`src/verilog/video_pkg.sv`:
```
// shared constants for the sensor front end
// pattern select codes, register map and counter widths
`default_nettype none

package video_pkg;

	// --------------------------------------------------
	// test pattern select codes
	// --------------------------------------------------
	// live sensor data, no pattern
	localparam logic [2:0] PAT_REAL  = 3'b000;
	// one grey level per frame, steps each frame
	localparam logic [2:0] PAT_GRAY  = 3'b001;
	// diagonal ramp, same in every frame
	localparam logic [2:0] PAT_SLANT = 3'b110;
	// diagonal ramp shifted by one each frame
	localparam logic [2:0] PAT_MOVE  = 3'b010;

	// --------------------------------------------------
	// register map, word addresses
	// --------------------------------------------------
	// pattern select, read/write
	localparam logic [1:0] REG_PATTERN = 2'd0;
	// measured lines per frame, read only
	localparam logic [1:0] REG_LINES   = 2'd1;
	// measured pixels per line, read only
	localparam logic [1:0] REG_PIXELS  = 2'd2;
	// completed frames since reset, read only
	localparam logic [1:0] REG_FRAMES  = 2'd3;

	// --------------------------------------------------
	// widths
	// --------------------------------------------------
	// geometry counters
	localparam int GEOM_W = 16;
	// wishbone data bus
	localparam int WB_DW  = 32;

endpackage

`default_nettype wire

```
`src/verilog/pattern_regs.sv`:
```
// wishbone classic slave for the front end control and status
// one writable pattern select, three read-only geometry registers
`timescale 1ns/1ps
`default_nettype none

module pattern_regs (
	input  wire                            clk,
	input  wire                            i_reset,
	// wishbone classic slave
	input  wire                            i_wb_cyc,
	input  wire                            i_wb_stb,
	input  wire                            i_wb_we,
	input  wire [1:0]                      i_wb_adr,
	input  wire [video_pkg::WB_DW-1:0]     i_wb_dat,
	output logic [video_pkg::WB_DW-1:0]    o_wb_dat,
	output logic                           o_wb_ack,
	// measurements from the geometry monitor
	input  wire [video_pkg::GEOM_W-1:0]    i_lines,
	input  wire [video_pkg::GEOM_W-1:0]    i_pixels,
	input  wire [video_pkg::GEOM_W-1:0]    i_frames,
	// to the pattern inserter
	output logic [2:0]                     o_pattern_sel
);

	// request accepted this cycle
	logic                          wb_req;
	// read mux ahead of the data register
	logic [video_pkg::WB_DW-1:0]   rd_mux;

	// --------------------------------------------------
	// bus handshake
	// --------------------------------------------------
	// no new request right after our own ack
	// the master still holds stb in that cycle
	assign wb_req = i_wb_cyc & i_wb_stb & ~o_wb_ack;

	// single cycle ack, one clock after the request
	always_ff @(posedge clk) begin
		if (i_reset) begin
			o_wb_ack <= 1'b0;
		end else begin
			o_wb_ack <= wb_req;
		end
	end

	// --------------------------------------------------
	// write side
	// --------------------------------------------------
	// only the pattern select is writable
	// any code is stored, the inserter decides what it means
	// writes to the status words fall through and are dropped
	always_ff @(posedge clk) begin
		if (i_reset) begin
			o_pattern_sel <= video_pkg::PAT_REAL;
		end else if (wb_req && i_wb_we && i_wb_adr == video_pkg::REG_PATTERN) begin
			o_pattern_sel <= i_wb_dat[2:0];
		end
	end

	// --------------------------------------------------
	// read side
	// --------------------------------------------------
	// zero extend every field to the bus width
	always_comb begin
		rd_mux = '0;
		case (i_wb_adr)
			video_pkg::REG_PATTERN: begin
				rd_mux[2:0] = o_pattern_sel;
			end
			video_pkg::REG_LINES: begin
				rd_mux[video_pkg::GEOM_W-1:0] = i_lines;
			end
			video_pkg::REG_PIXELS: begin
				rd_mux[video_pkg::GEOM_W-1:0] = i_pixels;
			end
			video_pkg::REG_FRAMES: begin
				rd_mux[video_pkg::GEOM_W-1:0] = i_frames;
			end
			default: begin
				rd_mux = '0;
			end
		endcase
	end

	// data captured on the same edge that raises ack
	// only meaningful while ack is high
	always_ff @(posedge clk) begin
		if (wb_req) begin
			o_wb_dat <= rd_mux;
		end
	end

endmodule

`default_nettype wire

```
`src/verilog/test_pattern.sv`:
```
// test pattern inserter for a parallel sensor stream
// passes pixels through or replaces them with a grey or ramp pattern
// sync and data leave exactly one clock after they arrive
`timescale 1ns/1ps
`default_nettype none

module test_pattern #(
	parameter int SENSOR_DAT_WIDTH = 10
) (
	input  wire                           clk,
	input  wire                           i_reset,
	// sensor stream in
	input  wire                           i_fval,
	input  wire                           i_lval,
	input  wire [SENSOR_DAT_WIDTH-1:0]    i_pix_data,
	// pattern select from the register block
	input  wire [2:0]                     i_pattern_sel,
	// stream out, one clock later
	output logic                          o_fval,
	output logic                          o_lval,
	output logic [SENSOR_DAT_WIDTH-1:0]   o_pix_data
);

	// delayed syncs, these are also the outputs
	logic                           fval_dly;
	logic                           lval_dly;
	logic                           fval_fall;
	logic                           lval_fall;
	// pattern counters
	logic [7:0]                     frame_cnt;
	logic [7:0]                     line_cnt;
	logic [7:0]                     col_cnt;
	// decoded select
	logic                           pat_mode;
	// pattern value in the top byte, zeros below
	logic [SENSOR_DAT_WIDTH-1:0]    pat_word;
	logic [SENSOR_DAT_WIDTH-1:0]    pix_data_reg;

	// --------------------------------------------------
	// sync delay and edges
	// --------------------------------------------------
	// lval only counts inside the frame
	always_ff @(posedge clk) begin
		if (i_reset) begin
			fval_dly <= 1'b0;
			lval_dly <= 1'b0;
		end else begin
			fval_dly <= i_fval;
			lval_dly <= i_fval & i_lval;
		end
	end

	assign fval_fall = fval_dly & ~i_fval;
	assign lval_fall = lval_dly & ~i_lval;

	// --------------------------------------------------
	// pattern counters
	// --------------------------------------------------
	// frame offset, only moves in the moving ramp
	always_ff @(posedge clk) begin
		if (i_reset) begin
			frame_cnt <= '0;
		end else if (i_pattern_sel == video_pkg::PAT_MOVE) begin
			if (fval_fall) begin
				frame_cnt <= frame_cnt + 8'd1;
			end
		end else begin
			frame_cnt <= '0;
		end
	end

	// line start value
	// reload from the frame offset during vertical blanking
	always_ff @(posedge clk) begin
		if (i_reset) begin
			line_cnt <= '0;
		end else begin
			case (i_pattern_sel)
				video_pkg::PAT_SLANT, video_pkg::PAT_MOVE: begin
					if (!i_fval) begin
						line_cnt <= frame_cnt;
					end else if (lval_fall) begin
						line_cnt <= line_cnt + 8'd1;
					end
				end
				default: begin
					line_cnt <= frame_cnt;
				end
			endcase
		end
	end

	// column value, the one that ends up on the pixel
	// grey: one step per frame
	// ramps: one step per active pixel, reload between lines
	always_ff @(posedge clk) begin
		if (i_reset) begin
			col_cnt <= '0;
		end else begin
			case (i_pattern_sel)
				video_pkg::PAT_GRAY: begin
					if (fval_fall) begin
						col_cnt <= col_cnt + 8'd1;
					end
				end
				video_pkg::PAT_SLANT, video_pkg::PAT_MOVE: begin
					if (i_fval && i_lval) begin
						col_cnt <= col_cnt + 8'd1;
					end else begin
						col_cnt <= line_cnt;
					end
				end
				default: begin
					col_cnt <= line_cnt;
				end
			endcase
		end
	end

	// --------------------------------------------------
	// pixel output
	// --------------------------------------------------
	// unknown codes behave as passthrough
	always_comb begin
		case (i_pattern_sel)
			video_pkg::PAT_GRAY, video_pkg::PAT_SLANT, video_pkg::PAT_MOVE: pat_mode = 1'b1;
			default: pat_mode = 1'b0;
		endcase
	end

	// top 8 bits carry the pattern, works from 8 bits up
	always_comb begin
		pat_word = '0;
		pat_word[SENSOR_DAT_WIDTH-1 -: 8] = col_cnt;
	end

	// blanking always outputs zero
	always_ff @(posedge clk) begin
		if (i_reset) begin
			pix_data_reg <= '0;
		end else if (i_fval && i_lval) begin
			pix_data_reg <= pat_mode ? pat_word : i_pix_data;
		end else begin
			pix_data_reg <= '0;
		end
	end

	assign o_fval     = fval_dly;
	assign o_lval     = lval_dly;
	assign o_pix_data = pix_data_reg;

endmodule

`default_nettype wire

```
`src/verilog/frame_geometry.sv`:
```
// frame geometry monitor on the output stream
// measures lines per frame, pixels per line and completed frames
// results are held stable between frame ends for software readback
`timescale 1ns/1ps
`default_nettype none

module frame_geometry (
	input  wire                            clk,
	input  wire                            i_reset,
	// monitored stream
	input  wire                            i_fval,
	input  wire                            i_lval,
	// latched measurements
	output logic [video_pkg::GEOM_W-1:0]   o_lines,
	output logic [video_pkg::GEOM_W-1:0]   o_pixels,
	output logic [video_pkg::GEOM_W-1:0]   o_frames
);

	// previous sync levels
	logic                           fval_d;
	logic                           act_d;
	// current cycle carries a pixel
	logic                           act;
	logic                           line_fall;
	logic                           frame_fall;
	// running counts inside the frame
	logic [video_pkg::GEOM_W-1:0]   pix_cnt;
	logic [video_pkg::GEOM_W-1:0]   line_cnt;
	logic [video_pkg::GEOM_W-1:0]   last_len;

	assign act        = i_fval & i_lval;
	assign line_fall  = act_d & ~act;
	assign frame_fall = fval_d & ~i_fval;

	// --------------------------------------------------
	// edge detect
	// --------------------------------------------------
	always_ff @(posedge clk) begin
		if (i_reset) begin
			fval_d <= 1'b0;
			act_d  <= 1'b0;
		end else begin
			fval_d <= i_fval;
			act_d  <= act;
		end
	end

	// --------------------------------------------------
	// per line and per frame counting
	// --------------------------------------------------
	// pixel count clears in blanking after the line length is saved
	always_ff @(posedge clk) begin
		if (i_reset) begin
			pix_cnt  <= '0;
			last_len <= '0;
		end else if (act) begin
			pix_cnt <= pix_cnt + 1'b1;
		end else begin
			if (line_fall) begin
				last_len <= pix_cnt;
			end
			pix_cnt <= '0;
		end
	end

	// lines seen so far in this frame
	always_ff @(posedge clk) begin
		if (i_reset) begin
			line_cnt <= '0;
		end else if (frame_fall) begin
			line_cnt <= '0;
		end else if (line_fall) begin
			line_cnt <= line_cnt + 1'b1;
		end
	end

	// --------------------------------------------------
	// latch at frame end
	// --------------------------------------------------
	// a line ending on the same cycle as the frame still counts
	always_ff @(posedge clk) begin
		if (i_reset) begin
			o_lines  <= '0;
			o_pixels <= '0;
			o_frames <= '0;
		end else if (frame_fall) begin
			o_lines  <= line_fall ? line_cnt + 1'b1 : line_cnt;
			o_pixels <= line_fall ? pix_cnt : last_len;
			o_frames <= o_frames + 1'b1;
		end
	end

endmodule

`default_nettype wire

```
`src/verilog/sensor_frontend_top.sv`:
```
// camera sensor front end, top level
// register block, test pattern inserter and geometry monitor on one clock
`timescale 1ns/1ps
`default_nettype none

module sensor_frontend_top #(
	parameter int SENSOR_DAT_WIDTH = 10
) (
	input  wire                            clk,
	input  wire                            i_reset,
	// wishbone classic slave
	input  wire                            i_wb_cyc,
	input  wire                            i_wb_stb,
	input  wire                            i_wb_we,
	input  wire [1:0]                      i_wb_adr,
	input  wire [video_pkg::WB_DW-1:0]     i_wb_dat,
	output wire [video_pkg::WB_DW-1:0]     o_wb_dat,
	output wire                            o_wb_ack,
	// sensor stream in
	input  wire                            i_fval,
	input  wire                            i_lval,
	input  wire [SENSOR_DAT_WIDTH-1:0]     i_pix_data,
	// stream to the image pipeline
	output wire                            o_fval,
	output wire                            o_lval,
	output wire [SENSOR_DAT_WIDTH-1:0]     o_pix_data
);

	// pattern select, registers to inserter
	wire [2:0]                      pattern_sel;
	// measurements, monitor to registers
	wire [video_pkg::GEOM_W-1:0]    geom_lines;
	wire [video_pkg::GEOM_W-1:0]    geom_pixels;
	wire [video_pkg::GEOM_W-1:0]    geom_frames;

	// --------------------------------------------------
	// control and status
	// --------------------------------------------------
	pattern_regs u_regs (
		.clk           (clk),
		.i_reset       (i_reset),
		.i_wb_cyc      (i_wb_cyc),
		.i_wb_stb      (i_wb_stb),
		.i_wb_we       (i_wb_we),
		.i_wb_adr      (i_wb_adr),
		.i_wb_dat      (i_wb_dat),
		.o_wb_dat      (o_wb_dat),
		.o_wb_ack      (o_wb_ack),
		.i_lines       (geom_lines),
		.i_pixels      (geom_pixels),
		.i_frames      (geom_frames),
		.o_pattern_sel (pattern_sel)
	);

	// --------------------------------------------------
	// data path
	// --------------------------------------------------
	test_pattern #(
		.SENSOR_DAT_WIDTH (SENSOR_DAT_WIDTH)
	) u_pattern (
		.clk           (clk),
		.i_reset       (i_reset),
		.i_fval        (i_fval),
		.i_lval        (i_lval),
		.i_pix_data    (i_pix_data),
		.i_pattern_sel (pattern_sel),
		.o_fval        (o_fval),
		.o_lval        (o_lval),
		.o_pix_data    (o_pix_data)
	);

	// monitor watches what actually leaves the block
	frame_geometry u_geom (
		.clk      (clk),
		.i_reset  (i_reset),
		.i_fval   (o_fval),
		.i_lval   (o_lval),
		.o_lines  (geom_lines),
		.o_pixels (geom_pixels),
		.o_frames (geom_frames)
	);

endmodule

`default_nettype wire

```
`config.mk`:
```
export PLATFORM = sky130hd
export DESIGN_NAME = sensor_frontend_top
export DESIGN_NICKNAME = d
export VERILOG_FILES = /design/src/verilog/video_pkg.sv /design/src/verilog/pattern_regs.sv /design/src/verilog/test_pattern.sv /design/src/verilog/frame_geometry.sv /design/src/verilog/sensor_frontend_top.sv
export SDC_FILE = /design/constraint.sdc
export NUM_CORES = 1
export LEC_CHECK = 0
export BUFFER_PORTS_ARGS = -buffer_cell sky130_fd_sc_hd__clkbuf_2
export CORE_MARGIN = 4
export CORE_UTILIZATION = 45
export CTS_CLUSTER_DIAMETER = 50
export DETAILED_ROUTE_END_ITERATION = 10
export MAX_ROUTING_LAYER = met4
export PLACE_DENSITY = 0.7
export SLEW_MARGIN = 25
export SYNTH_ARGS = -nofsm -noshare
export SYNTH_HDL_FRONTEND = slang
export SYNTH_SLANG_ARGS = --single-unit
export TNS_END_PERCENT = 1
```
`constraint.sdc`:
```
create_clock -name clk -period 3.5 [get_ports clk]
set_clock_uncertainty 0.1 [all_clocks]
set_input_delay 0.175 -clock clk [delete_from_list [all_inputs] [get_ports clk]]
set_output_delay 0.175 -clock clk [all_outputs]
set_load 0.05 [all_outputs]
```
# Word level (Yosys, flattened, before mapping)
# Cells that the tools add are included.
# word_totals
ff_bits,154
wordCells,70
# classes
addsub,6
eq_ne,8
mux,12
bitwise,15
reduce_logical,11
# op_table
cell,n
$add 16x1->16 const B,3
$mux 8,5
$pmux 13 s3,1
$mux 16,2
$add 8x1->8 const B,3
$pmux 8 s2,1
$pmux 3 s4,1
$mux 10,1
$reduce_or 2->1,5
$and 1x1->1,8
$not 1->1,7
$reduce_or 3->1,2
$eq 2x2->1 const B,2
$eq 3x1->1 const B,1
$eq 3x2->1 const B,1
$eq 3x3->1 const B,1
$logic_and 1x1->1,3
$ne 3x2->1 const B,1
$eq 2x1->1 const B,1
$logic_not 2->1,1
$ne 2x1->1 const B,1
$mux 1,1

# Logic depth before layout (Yosys ltp)
# Gate-level depths: netlist (run 1).
# logic_depth
depth_word,5
ltp_mapped,6
depth_no_buf,5

# By module
# A second synthesis (run 1) with hierarchy kept.
# unflattened
hier_cells,671
hier_area_um2,6621.4
# modules_own_cells
mod,instances,cells_each,area_each_um2
frame_geometry,1,402,3712.3
test_pattern,1,184,1667.8
pattern_regs,1,85,1241.2

# Least setup slack after synthesis (run 1)
# No wires, ideal clock.
# synth_path
kind,reg2reg
from,register u_pattern.fval_dly (netlist: u_pattern.o_fval)
to,register u_geom.o_lines[13] (netlist name)
arrival_time_ns,2.037
setup_slack_ns,1.272
stages_incl_launch_ff,6
n_path_buf,1
cell_sequence,dfxtp_1 > a21bo_1 > buf_6 > or3_4 > or4_4 > a311oi_1
# synth_between
elab_chain_len,4
elab_cells_between_ends,6
cone_classes,1 x mux; 5 x bitwise
# synth_rtl
item,line_no,source
"start, declared",test_pattern.sv:25,logic fval_dly;
"start signal, assigned",test_pattern.sv:48,fval_dly <= i_fval;
$and 1x1->1,frame_geometry.sv:31,assign act = i_fval & i_lval;
$not 1->1,frame_geometry.sv:32,assign line_fall = act_d & ~act;
$and 1x1->1,frame_geometry.sv:32,
$mux 16,-,
"end signal, assigned",frame_geometry.sv:87,o_lines <= line_fall ? line_cnt + 1'b1 : line_cnt;
"end, declared",frame_geometry.sv:14,"output logic [video_pkg::GEOM_W-1:0] o_lines,"
# Parallel ways exist; a longest one is shown, timed or not.
# A chain may end at the register's enable or synchronous reset.

# Worst setup path in the final report (run 1)
# layout_path
from,register u_pattern.fval_dly (netlist: u_pattern.o_fval)
to,register u_geom.o_lines[15] (netlist name)
# Same word-level chain as after synthesis.

==> results of run 1 <==
power groups by stage:
stage	logic [mW]	clock network, mW	registers [mW]
finish	0.226	1.61	1.84
global route	0.242	1.72	1.84
CTS	0.226	1.65	1.84
detailed placement	0.213	0	1.88
global placement	0.210	0	1.87
floorplan	0.142	0	1.91
cells in the mapped netlist, drive strengths merged (3+ instances only):
cell / number / share of area
xnor2: 23 / 0.031
nor2: 87 / 0.051
nor4: 5 / 0.0049
a211oi: 20 / 0.023
and3b: 3 / 0.0041
dfxtp: 138 / 0.43
nand2: 57 / 0.033
or2: 3 / 0.0029
ha: 6 / 0.012
o22a: 16 / 0.022
mux2i: 17 / 0.026
nand2b: 6 / 0.0058
nor2b: 9 / 0.0087
and4: 3 / 0.0041
a311oi: 6 / 0.0082
mux2: 15 / 0.026
nor3: 10 / 0.0078
xor2: 23 / 0.031
or4: 7 / 0.0087
edfxtp: 16 / 0.075
mux4: 3 / 0.010
or3: 7 / 0.0076
a21oi: 35 / 0.027
inv: 8 / 0.0047
o21ai: 9 / 0.0070
nand4: 24 / 0.023
and3: 10 / 0.0097
clkbuf: 32 / 0.019
buf: 18 / 0.021
a22o: 13 / 0.018
nand3: 15 / 0.012
through the flow:
step | power [mW] | cell area (um^2)
global placement | 2.085 | 6765
floorplan | 2.050 | 6500
detailed placement | 2.090 | 6773
CTS | 3.713 | 7431
finish | 3.679 | 7431
global route | 3.806 | 7431
routing by layer:
layer  global-route usage  wire length [um]  up-vias
met5                    -                 0        -
met1               0.2362              6477     2368
met2               0.2824              6610      160
li1                     -                 -     2452
met4              0.08552               359        0
met3              0.03708               715       29
state kept, by name, indices dropped and copies added (netlist names), 3 cells and up:
name	count
u_geom.last_len	16
u_geom.line_cnt	16
u_geom.o_frames	16
u_geom.o_lines	16
u_geom.o_pixels	16
u_geom.pix_cnt	16
u_regs.o_wb_dat	16
u_pattern.o_pix_data	10
u_pattern.col_cnt	8
u_pattern.frame_cnt	8
u_pattern.line_cnt	8
u_regs.o_pattern_sel	3
logic make-up (layout without fill, tap and decap cells):
kind of cell / after synthesis / after routing
xor gates and xnor gates: 46 / 46
adders and majority gates: 6 / 6
muxes: 35 / 35
other: 1 / 16
and+or+nand+nor: 255 / 255
AOI/OAI and AO/OA: 111 / 111
buffers and inverters: 58 / 108
DFF: 154 / 154
layout make-up:
cell class,instances,area share
tap,180,0.03031
inverter,8,0.004041
clock buffer,27,0.06769
multi-input combinational,469,0.4009
timing repair buffer,70,0.05860
sequential,154,0.4364
clock inverter,3,0.002021
worst min path at each step:
stage | start | endpoint | slack [ns] | depth (start not counted)
floorplan | i_wb_dat[0] | u_regs.o_pattern_sel[0] | 0.22 | 2
global placement | i_pix_data[1] | u_pattern.o_pix_data[1] | 0.31 | 2
detailed placement | i_pix_data[1] | u_pattern.o_pix_data[1] | 0.31 | 2
CTS | i_wb_we | u_regs.o_pattern_sel[0] | 0.13 | 4
global route | i_wb_we | u_regs.o_pattern_sel[0] | 0.16 | 4
finish | i_wb_we | u_regs.o_pattern_sel[0] | 0.16 | 4
worst max-delay path, cell delays in order, from the launching register on:
cell and delay [ns]:
dfxtp_1 0.42, a21bo_1 0.33, or4_1 0.61, or4_1 0.48
a311oi_1 0.27
==> results.md, run 1 <==
* Crit path launch type: flip-flop
* Share of cells above drive strength 1 at 0.1423
* CP required at 3.73 ns
* Largest net degree at the start of global routing at slightly above 40
* Worst skew pair latency at 0.42 ns
* Routed vias/inst at 5.498
* Clk buf depth at 2
* Register area share after synthesis at 0.5033
* Dpl ws at around 1.2 ns
* Xor and xnor area share after synthesis at 0.06252
* Number of max-cap violations at 0
* Status: finished, final reports clean
* # DRC at 0
* Synth Area per Inst at 9.675 um^2
* Vias in the first global route at 4808
* Resized Gates After CTS at 0
* Area of the multi-input gates at ~0.0030 mm^2
* DP HPWL at 10.02 mm
* Number of setup violations in the final report at 0
* Hold WC Path Type: input port to flip-flop
* CTS tree: done
* Die Y at 127.7 um
* Core ar. at between 0.01 and 0.015 mm^2
* Sw Ratio at 0.2247
* Gp weighted congestion at about 0.85
* Area fraction in compound gates after synthesis at 0.1198
* Die area at 0.01630 mm^2
* Drt initial violations at 420
* Clk slew on worst S/H paths at 0.06 ns
* Multiplexer area fraction after synthesis at 0.06311
* Post-Syn Area at ~0.0064 mm^2
* Internal power at 2.852 mW
* Clock share of power at 0.439
* First-pass GRT wire length at 23.57 mm
* Fin util at 0.5333
* CTS Root Cell: clkbuf_16
* Power share of the combinational group at 0.062
* Commonest non-fill, non-tap cell in the layout: dfxtp_1
* RR Endpoint: u_geom.o_lines[15]
* Final ANT Viol Nets at 0
* Initial antenna violation count at 0
* Vias at 5009
* Post-synthesis adder-cell area fraction at 0.01165
* I/O Pins at 96
* Post-CTS Repair Setup Buffers at 0
* Max FO, Critical Path at 9
* Fmax at around 430 MHz
* CTS sink count at between 150 and 200
* Area growth syn-to-layout at 15.32%
* CTS Buf Count at 17
* Remaining Overflow, GRT at 0
* Worst vdd ir at 0.3537 mV
* NetSw at between 800 and 900 uW
* Final hold violations at 0
* Post-synth EDFFs at 16
* Register Area at 0.003243 mm^2
* Max-slew violation count at 0
* Leak at approximately 2.8 nW
* CP arrival at around 2.5 ns
* Commonest cells after routing, fill and taps aside: dfxtp_1, nor2_1, nand2_1
* Pwr Density at 495.0 mW/mm^2
* Gr usage total at 0.1845
* CP endpoint: u_geom.o_lines[15]
* # port buffers at 50
* Nature of the critical path endpoint: flip-flop
* Main flop type after synthesis: dfxtp_1
* Fill count at 1198
* Routed wire length at 14.16 mm
* #FFs+latches synth at roughly 150
* Ys Warns at 0
* Setup slack, reg-to-reg at 1.19 ns
* Crit share post-route at 0.6609
* Yosys cell types at 50
* Layout Nets at 777
* Horiz. Die Dim at 127.7 um
* Placed cells at a little under 900
* Worst Reg2Reg Path Length in Cells at 4
* CP Launch Point: u_pattern.o_fval
* FP Rows at 43
* Largest family of logic cells by synthesized area: simple AND/OR/NAND/NOR gates
* Seq pwr share at 0.500
* Reg2reg start: u_pattern.o_fval
* Final setup margin at 1.187 ns
* Unrepaired setup endpoints after global routing: no
* Synth Instances at 666
* CP Class: flip-flop to flip-flop
* Synth Area in Simple Gates at 0.1948
* Post-CTS Hold Fix Bufs at 14
* Slew Limit Headroom at 0.3638
* Non-filler cells, final at 911
* CTS H-tree lvls at 4
* DRT Pass-1 Iters at 6
* Ys async rst share at 0
* Actual slew at the worst max-slew pin at 0.9508 ns
* Routed WL per cell at 15.55 um
* Starting Density at 0.4624
* Tmin final at 2.313 ns
* Setup Total Neg Slack at 0 ns
* Ant diodes at 0
* Hold Slack at around 0.16 ns
No activity file was read; power rests on OpenSTA's default activity.
==> run 2, diff against run 1 <==
--- a/config.mk
+++ b/config.mk
@@ -11,7 +11,7 @@
 export CTS_CLUSTER_DIAMETER = 50
 export DETAILED_ROUTE_END_ITERATION = 10
 export MAX_ROUTING_LAYER = met4
-export PLACE_DENSITY = 0.7
+export PLACE_DENSITY = 0.73
 export SLEW_MARGIN = 25
 export SYNTH_ARGS = -nofsm -noshare
 export SYNTH_HDL_FRONTEND = slang
==> constraint.sdc (replaced) <==
create_clock -name clk -period 2.1 [get_ports clk]
set_clock_uncertainty 0.1 [all_clocks]
set_input_delay 0.105 -clock clk [delete_from_list [all_inputs] [get_ports clk]]
set_output_delay 0.105 -clock clk [all_outputs]
set_load 0.05 [all_outputs]
==> run 2 against run 1 <==
  * Global-route usage up 0.36 points
  * Core utilization up 1.7 points
  * Sequential cell count unchanged
  * Critical path type unchanged
  * Die area unchanged
  * Clock-buffer cell count down 2
  * Clock power up 92%
  * Via count up 0.94%
  * Setup slack worse by 1.1 ns
==> results.md, run 2 (synthesized netlist as in run 1, its figures left out) <==
* Largest net degree at the start of global routing at 34 (-17%)
* Clock share of power at 0.472 (+0.033)
* Internal power at 5.107 mW (+79%)
* Worst skew pair latency at 0.42 ns (about the same)
* Routed WL per cell at 15.73 um (+1.2%)
* Ant diodes at 0 (unchanged)
* CP arrival at 2.25 ns (-0.29 ns)
* Initial antenna violation count at 0 (unchanged)
* Non-filler cells, final at 928 (+1.9%)
* Worst vdd ir at 0.5850 mV (+65%)
* Fmax at 494.3 MHz (+14%)
* DP HPWL at 10.14 mm (+1.2%)
* Layout Nets at 793 (+2.1%)
* Share of cells above drive strength 1 at 0.1725 (+0.03019)
* CP required at 2.33 ns (-1.40 ns)
* DRT Pass-1 Iters at 4 (-2)
* Leak at 2.953 nW (+4.0%)
* Power share of the combinational group at 0.061 (about the same)
* Register Area at 0.003247 mm^2 (+0.12%)
* Final hold violations at 0 (unchanged)
* Nature of the critical path endpoint: flip-flop
* # DRC at 0 (unchanged)
* Tmin final at 2.023 ns (-0.2898 ns)
* Gp weighted congestion at 0.8573 (+1.0%)
* Die area at 0.01630 mm^2 (unchanged)
* CTS Root Cell: clkbuf_16
* Pwr Density at 853.8 mW/mm^2 (+72%)
* CP Class: flip-flop to flip-flop
* I/O Pins at 96 (unchanged)
* Max-slew violation count at 0 (unchanged)
* Hold WC Path Type: input port to flip-flop
* Crit share post-route at 0.9634 (+0.3026)
* Max FO, Critical Path at 4 (-5)
* Post-CTS Repair Setup Buffers at 0 (unchanged)
* Core ar. at 0.01393 mm^2 (unchanged)
* Area growth syn-to-layout at 18.95%
* Vias in the first global route at 4764 (-0.92%)
* Seq pwr share at 0.468 (-0.032)
* Commonest cells after routing, fill and taps aside: dfxtp_1, nor2_1, nand2_1
* Routed wire length at 14.60 mm (+3.1%)
* Number of max-cap violations at 0 (unchanged)
* Fill count at 1168 (-2.5%)
* Die Y at 127.7 um (unchanged)
* Clk buf depth at 2 (unchanged)
* CTS Buf Count at 17 (unchanged)
* First-pass GRT wire length at 23.87 mm (+1.3%)
* Fin util at 0.5501 (+0.01679)
* Routed vias/inst at 5.448 (-0.91%)
* Actual slew at the worst max-slew pin at 0.9152 ns (-0.03568 ns)
* Setup slack, reg-to-reg at 0.08 ns (-1.11 ns)
* Horiz. Die Dim at 127.7 um (unchanged)
* Vias at 5056 (+0.94%)
* Final ANT Viol Nets at 0 (unchanged)
* Post-route cell area at 0.007665 mm^2 (+3.1%)
* Number of setup violations in the final report at 0 (unchanged)
* Remaining Overflow, GRT at 0 (unchanged)
* NetSw at 1.437 mW (+74%)
* Placed Instance Area at 0.006908 mm^2 (+2.0%)
* FP Rows at 43 (unchanged)
* Setup Total Neg Slack at 0 ns (unchanged)
* CTS H-tree lvls at 4 (unchanged)
* CTS sink count at 154 (unchanged)
* Status: finished, final reports clean
* Crit path launch type: flip-flop
* Drt initial violations at 416 (-0.95%)
* Clk slew on worst S/H paths at 0.06 ns (about the same)
* CTS tree: done
* # port buffers at 50 (unchanged)
* Starting Density at 0.4624 (unchanged)
* Commonest non-fill, non-tap cell in the layout: dfxtp_1
* Placed cells at 883 (+1.8%)
* Gr usage total at 0.1881 (+0.003590)
* Area of the multi-input gates at 0.002998 mm^2 (+0.63%)
* Sw Ratio at 0.2196 (-0.005049)
* Slew Limit Headroom at 0.3876 (+0.02387)
==> run 2: per-stage QoR <==
| step | hold slack (ns) | setup WS [ns] | total power, mW |
|---|---|---|---|
| after floorplan | 0.1489 | 0.007759 | 3.416 |
| after global placement | 0.2346 | 0.1158 | 3.489 |
| after global routing | 0.09218 | -0.02792 | 6.747 |
| final | 0.05515 | 0.07676 | 6.545 |
| after CTS | 0.03802 | 0.03774 | 6.569 |
| after detailed placement | 0.2344 | 0.04594 | 3.497 |
==> run 2: worst paths after layout <==
check / startpoint / to / depth (start not counted)
worst max-delay path: u_geom.line_cnt[1] / u_geom.o_lines[14] / 5
worst min-delay path: i_lval / u_pattern.col_cnt[1] / 4
worst max register to register: u_geom.line_cnt[1] / u_geom.o_lines[14] / 5
worst min register to register: u_geom.last_len[9] / u_geom.last_len[9] / 2
==> run 2: cell type report <==
cell class | count | share of cell area
inverter | 8 | 0.003918
clock buffer | 25 | 0.06334
timing repair buffer | 86 | 0.07411
sequential | 154 | 0.4236
multi-input combinational | 469 | 0.3911
clock inverter | 6 | 0.01453
tap | 180 | 0.02938
==> run 2: routing by layer <==
metal,GRT usage,vias to the layer above,share of wire
met4,0.07366,0,0.018
met2,0.3041,157,0.48
met3,0.03375,21,0.049
met1,0.2353,2386,0.45
met5,-,-,0
li1,-,2492,-
==> run 2: power groups by stage <==
stage / Combinational (mW) / Sequential (mW) / Clock (mW)
floorplan: 0.236 / 3.18 / 0
global placement: 0.368 / 3.12 / 0
detailed placement: 0.374 / 3.12 / 0
CTS: 0.395 / 3.06 / 3.11
global route: 0.426 / 3.06 / 3.26
finish: 0.399 / 3.06 / 3.09
==> run 2: timing repair <==
action                                  in CTS  in global routing
endpoints found under the setup margin       0                  2
hold buffers                                14                  0
endpoints found under the hold margin       14                  0
resized for setup                            0                  4
==> run 2: critical path, cell delays in order (launching register included) <==
cell and delay (ns):
dfxtp_1 0.36, ha_1 0.18, inv_1 0.04, or4_1 0.57
or3_1 0.41, a311oi_2 0.28
==> run 3, diff against run 2 <==
--- a/config.mk
+++ b/config.mk
@@ -7,12 +7,13 @@
 export LEC_CHECK = 0
 export BUFFER_PORTS_ARGS = -buffer_cell sky130_fd_sc_hd__clkbuf_2
 export CORE_MARGIN = 4
-export CORE_UTILIZATION = 45
+export CORE_UTILIZATION = 51
 export CTS_CLUSTER_DIAMETER = 50
 export DETAILED_ROUTE_END_ITERATION = 10
+export HOLD_SLACK_MARGIN = 0.08
 export MAX_ROUTING_LAYER = met4
-export PLACE_DENSITY = 0.73
-export SLEW_MARGIN = 25
+export PLACE_DENSITY = 0.8
+export SLEW_MARGIN = 20
 export SYNTH_ARGS = -nofsm -noshare
 export SYNTH_HDL_FRONTEND = slang
 export SYNTH_SLANG_ARGS = --single-unit
==> run 3 against run 2 <==
  * Fmax is 0.59% lower
  * Combinational power grew 3%
  * Critical path depth is 1 lower
  * First-iteration DRC count fell by 3.1%
  * Clock-buffer cell count shrank 6
  * Critical endpoint is now u_geom.o_lines[15]
  * Largest power group is now sequential cells
==> results.md, run 3 (synthesized netlist as in run 1, its figures left out) <==
* Fin util at 0.6318 (+0.08170)
* Nature of the critical path endpoint: flip-flop
* Routed WL per cell at 16.62 um (+5.7%)
* Hold WC Path Type: input port to flip-flop
* Core ar. at 0.01221 mm^2 (-12%)
* Layout Nets at 798 (+0.63%)
* Starting Density at 0.5277 (+0.06524)
* CTS sink count at 154 (unchanged)
* Worst vdd ir at 0.6504 mV (+11%)
* Routed vias/inst at 5.656 (+3.8%)
* Hold Slack at 0.1754 ns (+0.1202 ns)
* RR Endpoint: u_geom.o_lines[15]
* Slew Limit Headroom at 0.2949 (-0.09270)
* Gp weighted congestion at 0.8528 (-0.52%)
* Fmax at 491.3 MHz (-0.59%)
* First-pass GRT wire length at 24.19 mm (+1.3%)
* Worst skew pair latency at 0.42 ns (about the same)
* Routed wire length at 15.31 mm (+4.9%)
* Final hold violations at 0 (unchanged)
* Max-slew violation count at 0 (unchanged)
* Largest net degree at the start of global routing at 55 (+62%)
* Fill count at 913 (-22%)
* Number of max-cap violations at 0 (unchanged)
* Overall power at 6.515 mW (-0.46%)
* Placed Instance Area at 0.006885 mm^2 (-0.33%)
* Max FO, Critical Path at 5 (+1)
* I/O Pins at 96 (unchanged)
* Commonest non-fill, non-tap cell in the layout: dfxtp_1
* Pwr Density at 844.4 mW/mm^2 (-1.1%)
* Hold EP: u_regs.o_wb_dat[15]
* Setup slack, reg-to-reg at 0.06 ns (about the same)
* CTS Root Cell: clkbuf_16
* Initial antenna violation count at 0 (unchanged)
* Die Y at 120.4 um (-5.7%)
* CTS H-tree lvls at 4 (unchanged)
* Reg2reg start: u_geom.act_d
* DP HPWL at 10.18 mm (+0.42%)
* Crit share post-route at 0.9692 (+0.005748)
* Gr usage total at 0.2155 (+0.02747)
* Number of setup violations in the final report at 0 (unchanged)
* CP Class: flip-flop to flip-flop
* # DRC at 0 (unchanged)
* Horiz. Die Dim at 120.4 um (-5.7%)
* Remaining Overflow, GRT at 0 (unchanged)
* FP Rows at 40 (-7.0%)
* Status: finished, final reports clean
* Worst Reg2Reg Path Length in Cells at 4 (-1)
* Final ANT Viol Nets at 0 (unchanged)
* Commonest cells after routing, fill and taps aside: dfxtp_1, nor2_1, nand2_1
* Crit path launch type: flip-flop
* Die area at 0.01450 mm^2 (-11%)
* Ant diodes at 0 (unchanged)
* Vias at 5209 (+3.0%)
* DRT Pass-1 Iters at 5 (+1)
* # port buffers at 50 (unchanged)
* Hold Crit Depth at 3 (-1)
* CTS Buf Count at 17 (unchanged)
* Area growth syn-to-layout at 19.73%
* CP arrival at 2.27 ns (+0.02 ns)
* Tmin final at 2.035 ns (+0.01207 ns)
* Post-route cell area at 0.007715 mm^2 (+0.65%)
* CP required at 2.34 ns (about the same)
* CTS tree: done
* Clk buf depth at 2 (unchanged)
* Vias in the first global route at 4881 (+2.5%)
* Worst hold start: i_wb_adr[1]
* Actual slew at the worst max-slew pin at 1.055 ns (+0.1403 ns)
* Share of cells above drive strength 1 at 0.1780 (+0.005495)
* Leak at 2.979 nW (+0.88%)
* Clk slew on worst S/H paths at 0.06 ns (about the same)
* Drt initial violations at 403 (-3.1%)
[run 3: what timing repair did]
item	CTS	global route
hold buffers	20	0
gates resized for setup	0	7
hold endpoints to repair	21	0
endpoints found under the setup margin	0	4
setup buffers	0	0
[run 3: report_power, final]
group	leakage, nW	internal (mW)	total [mW]	switching (mW)
Clock	0.291	1.85	3.05	1.19
Combinational	1.42	0.127	0.410	0.283
Sequential	1.27	3.03	3.06	0.0338
Total	2.98	5.01	6.51	1.51
[run 3: layout make-up]
cell class,instances,area [um^2],share of cell area
flip-flops and latches,154,3247,0.4209
multi-input cells,469,3004,0.3894
repair buffers,91,620.6,0.08044
clock buffers,19,464.2,0.06017
well taps,168,210.2,0.02725
clock inverters,12,138.9,0.01800
inverters,8,30.03,0.003892
[run 3: how the worst max path moves through the flow]
stage	from	endpoint	slack, ns	cells after the start
floorplan	u_pattern.o_fval	u_geom.o_lines[13]	0.008	5
global placement	u_geom.act_d	u_geom.o_lines[15]	0.09	4
detailed placement	u_geom.line_cnt[1]	u_geom.o_lines[14]	0.02	5
CTS	u_geom.line_cnt[1]	u_geom.o_lines[14]	0.01	5
global route	u_geom.line_cnt[1]	u_geom.o_lines[14]	-0.001	5
finish	u_geom.act_d	u_geom.o_lines[15]	0.06	4
[run 3: per-stage QoR]
stage | setup TNS, ns | cells | worst slack [ns]
6_report | 0 | 921 | 0.06469
5_1_grt | -0.0009599 | 921 | -0.0009599
4_1_cts | 0 | 921 | 0.01274
3_5_place_dp | 0 | 870 | 0.02308
3_3_place_gp | 0 | 870 | 0.08626
2_1_floorplan | 0 | 681 | 0.007759
[run 3: routing by layer]
metal  track usage  vias to the layer above  part of all wire
met2        0.3601                      180              0.50
met4       0.07932                        0             0.020
met5             -                        -                 0
met3       0.04818                       28             0.057
li1              -                     2496                 -
met1        0.2562                     2505              0.43
[run 3: critical path: stages, from the launching register on]
cell      delay (ns)
dfxtp_1         0.32
a21bo_1         0.25
or4_4           0.57
or4_1           0.45
a311oi_1        0.26
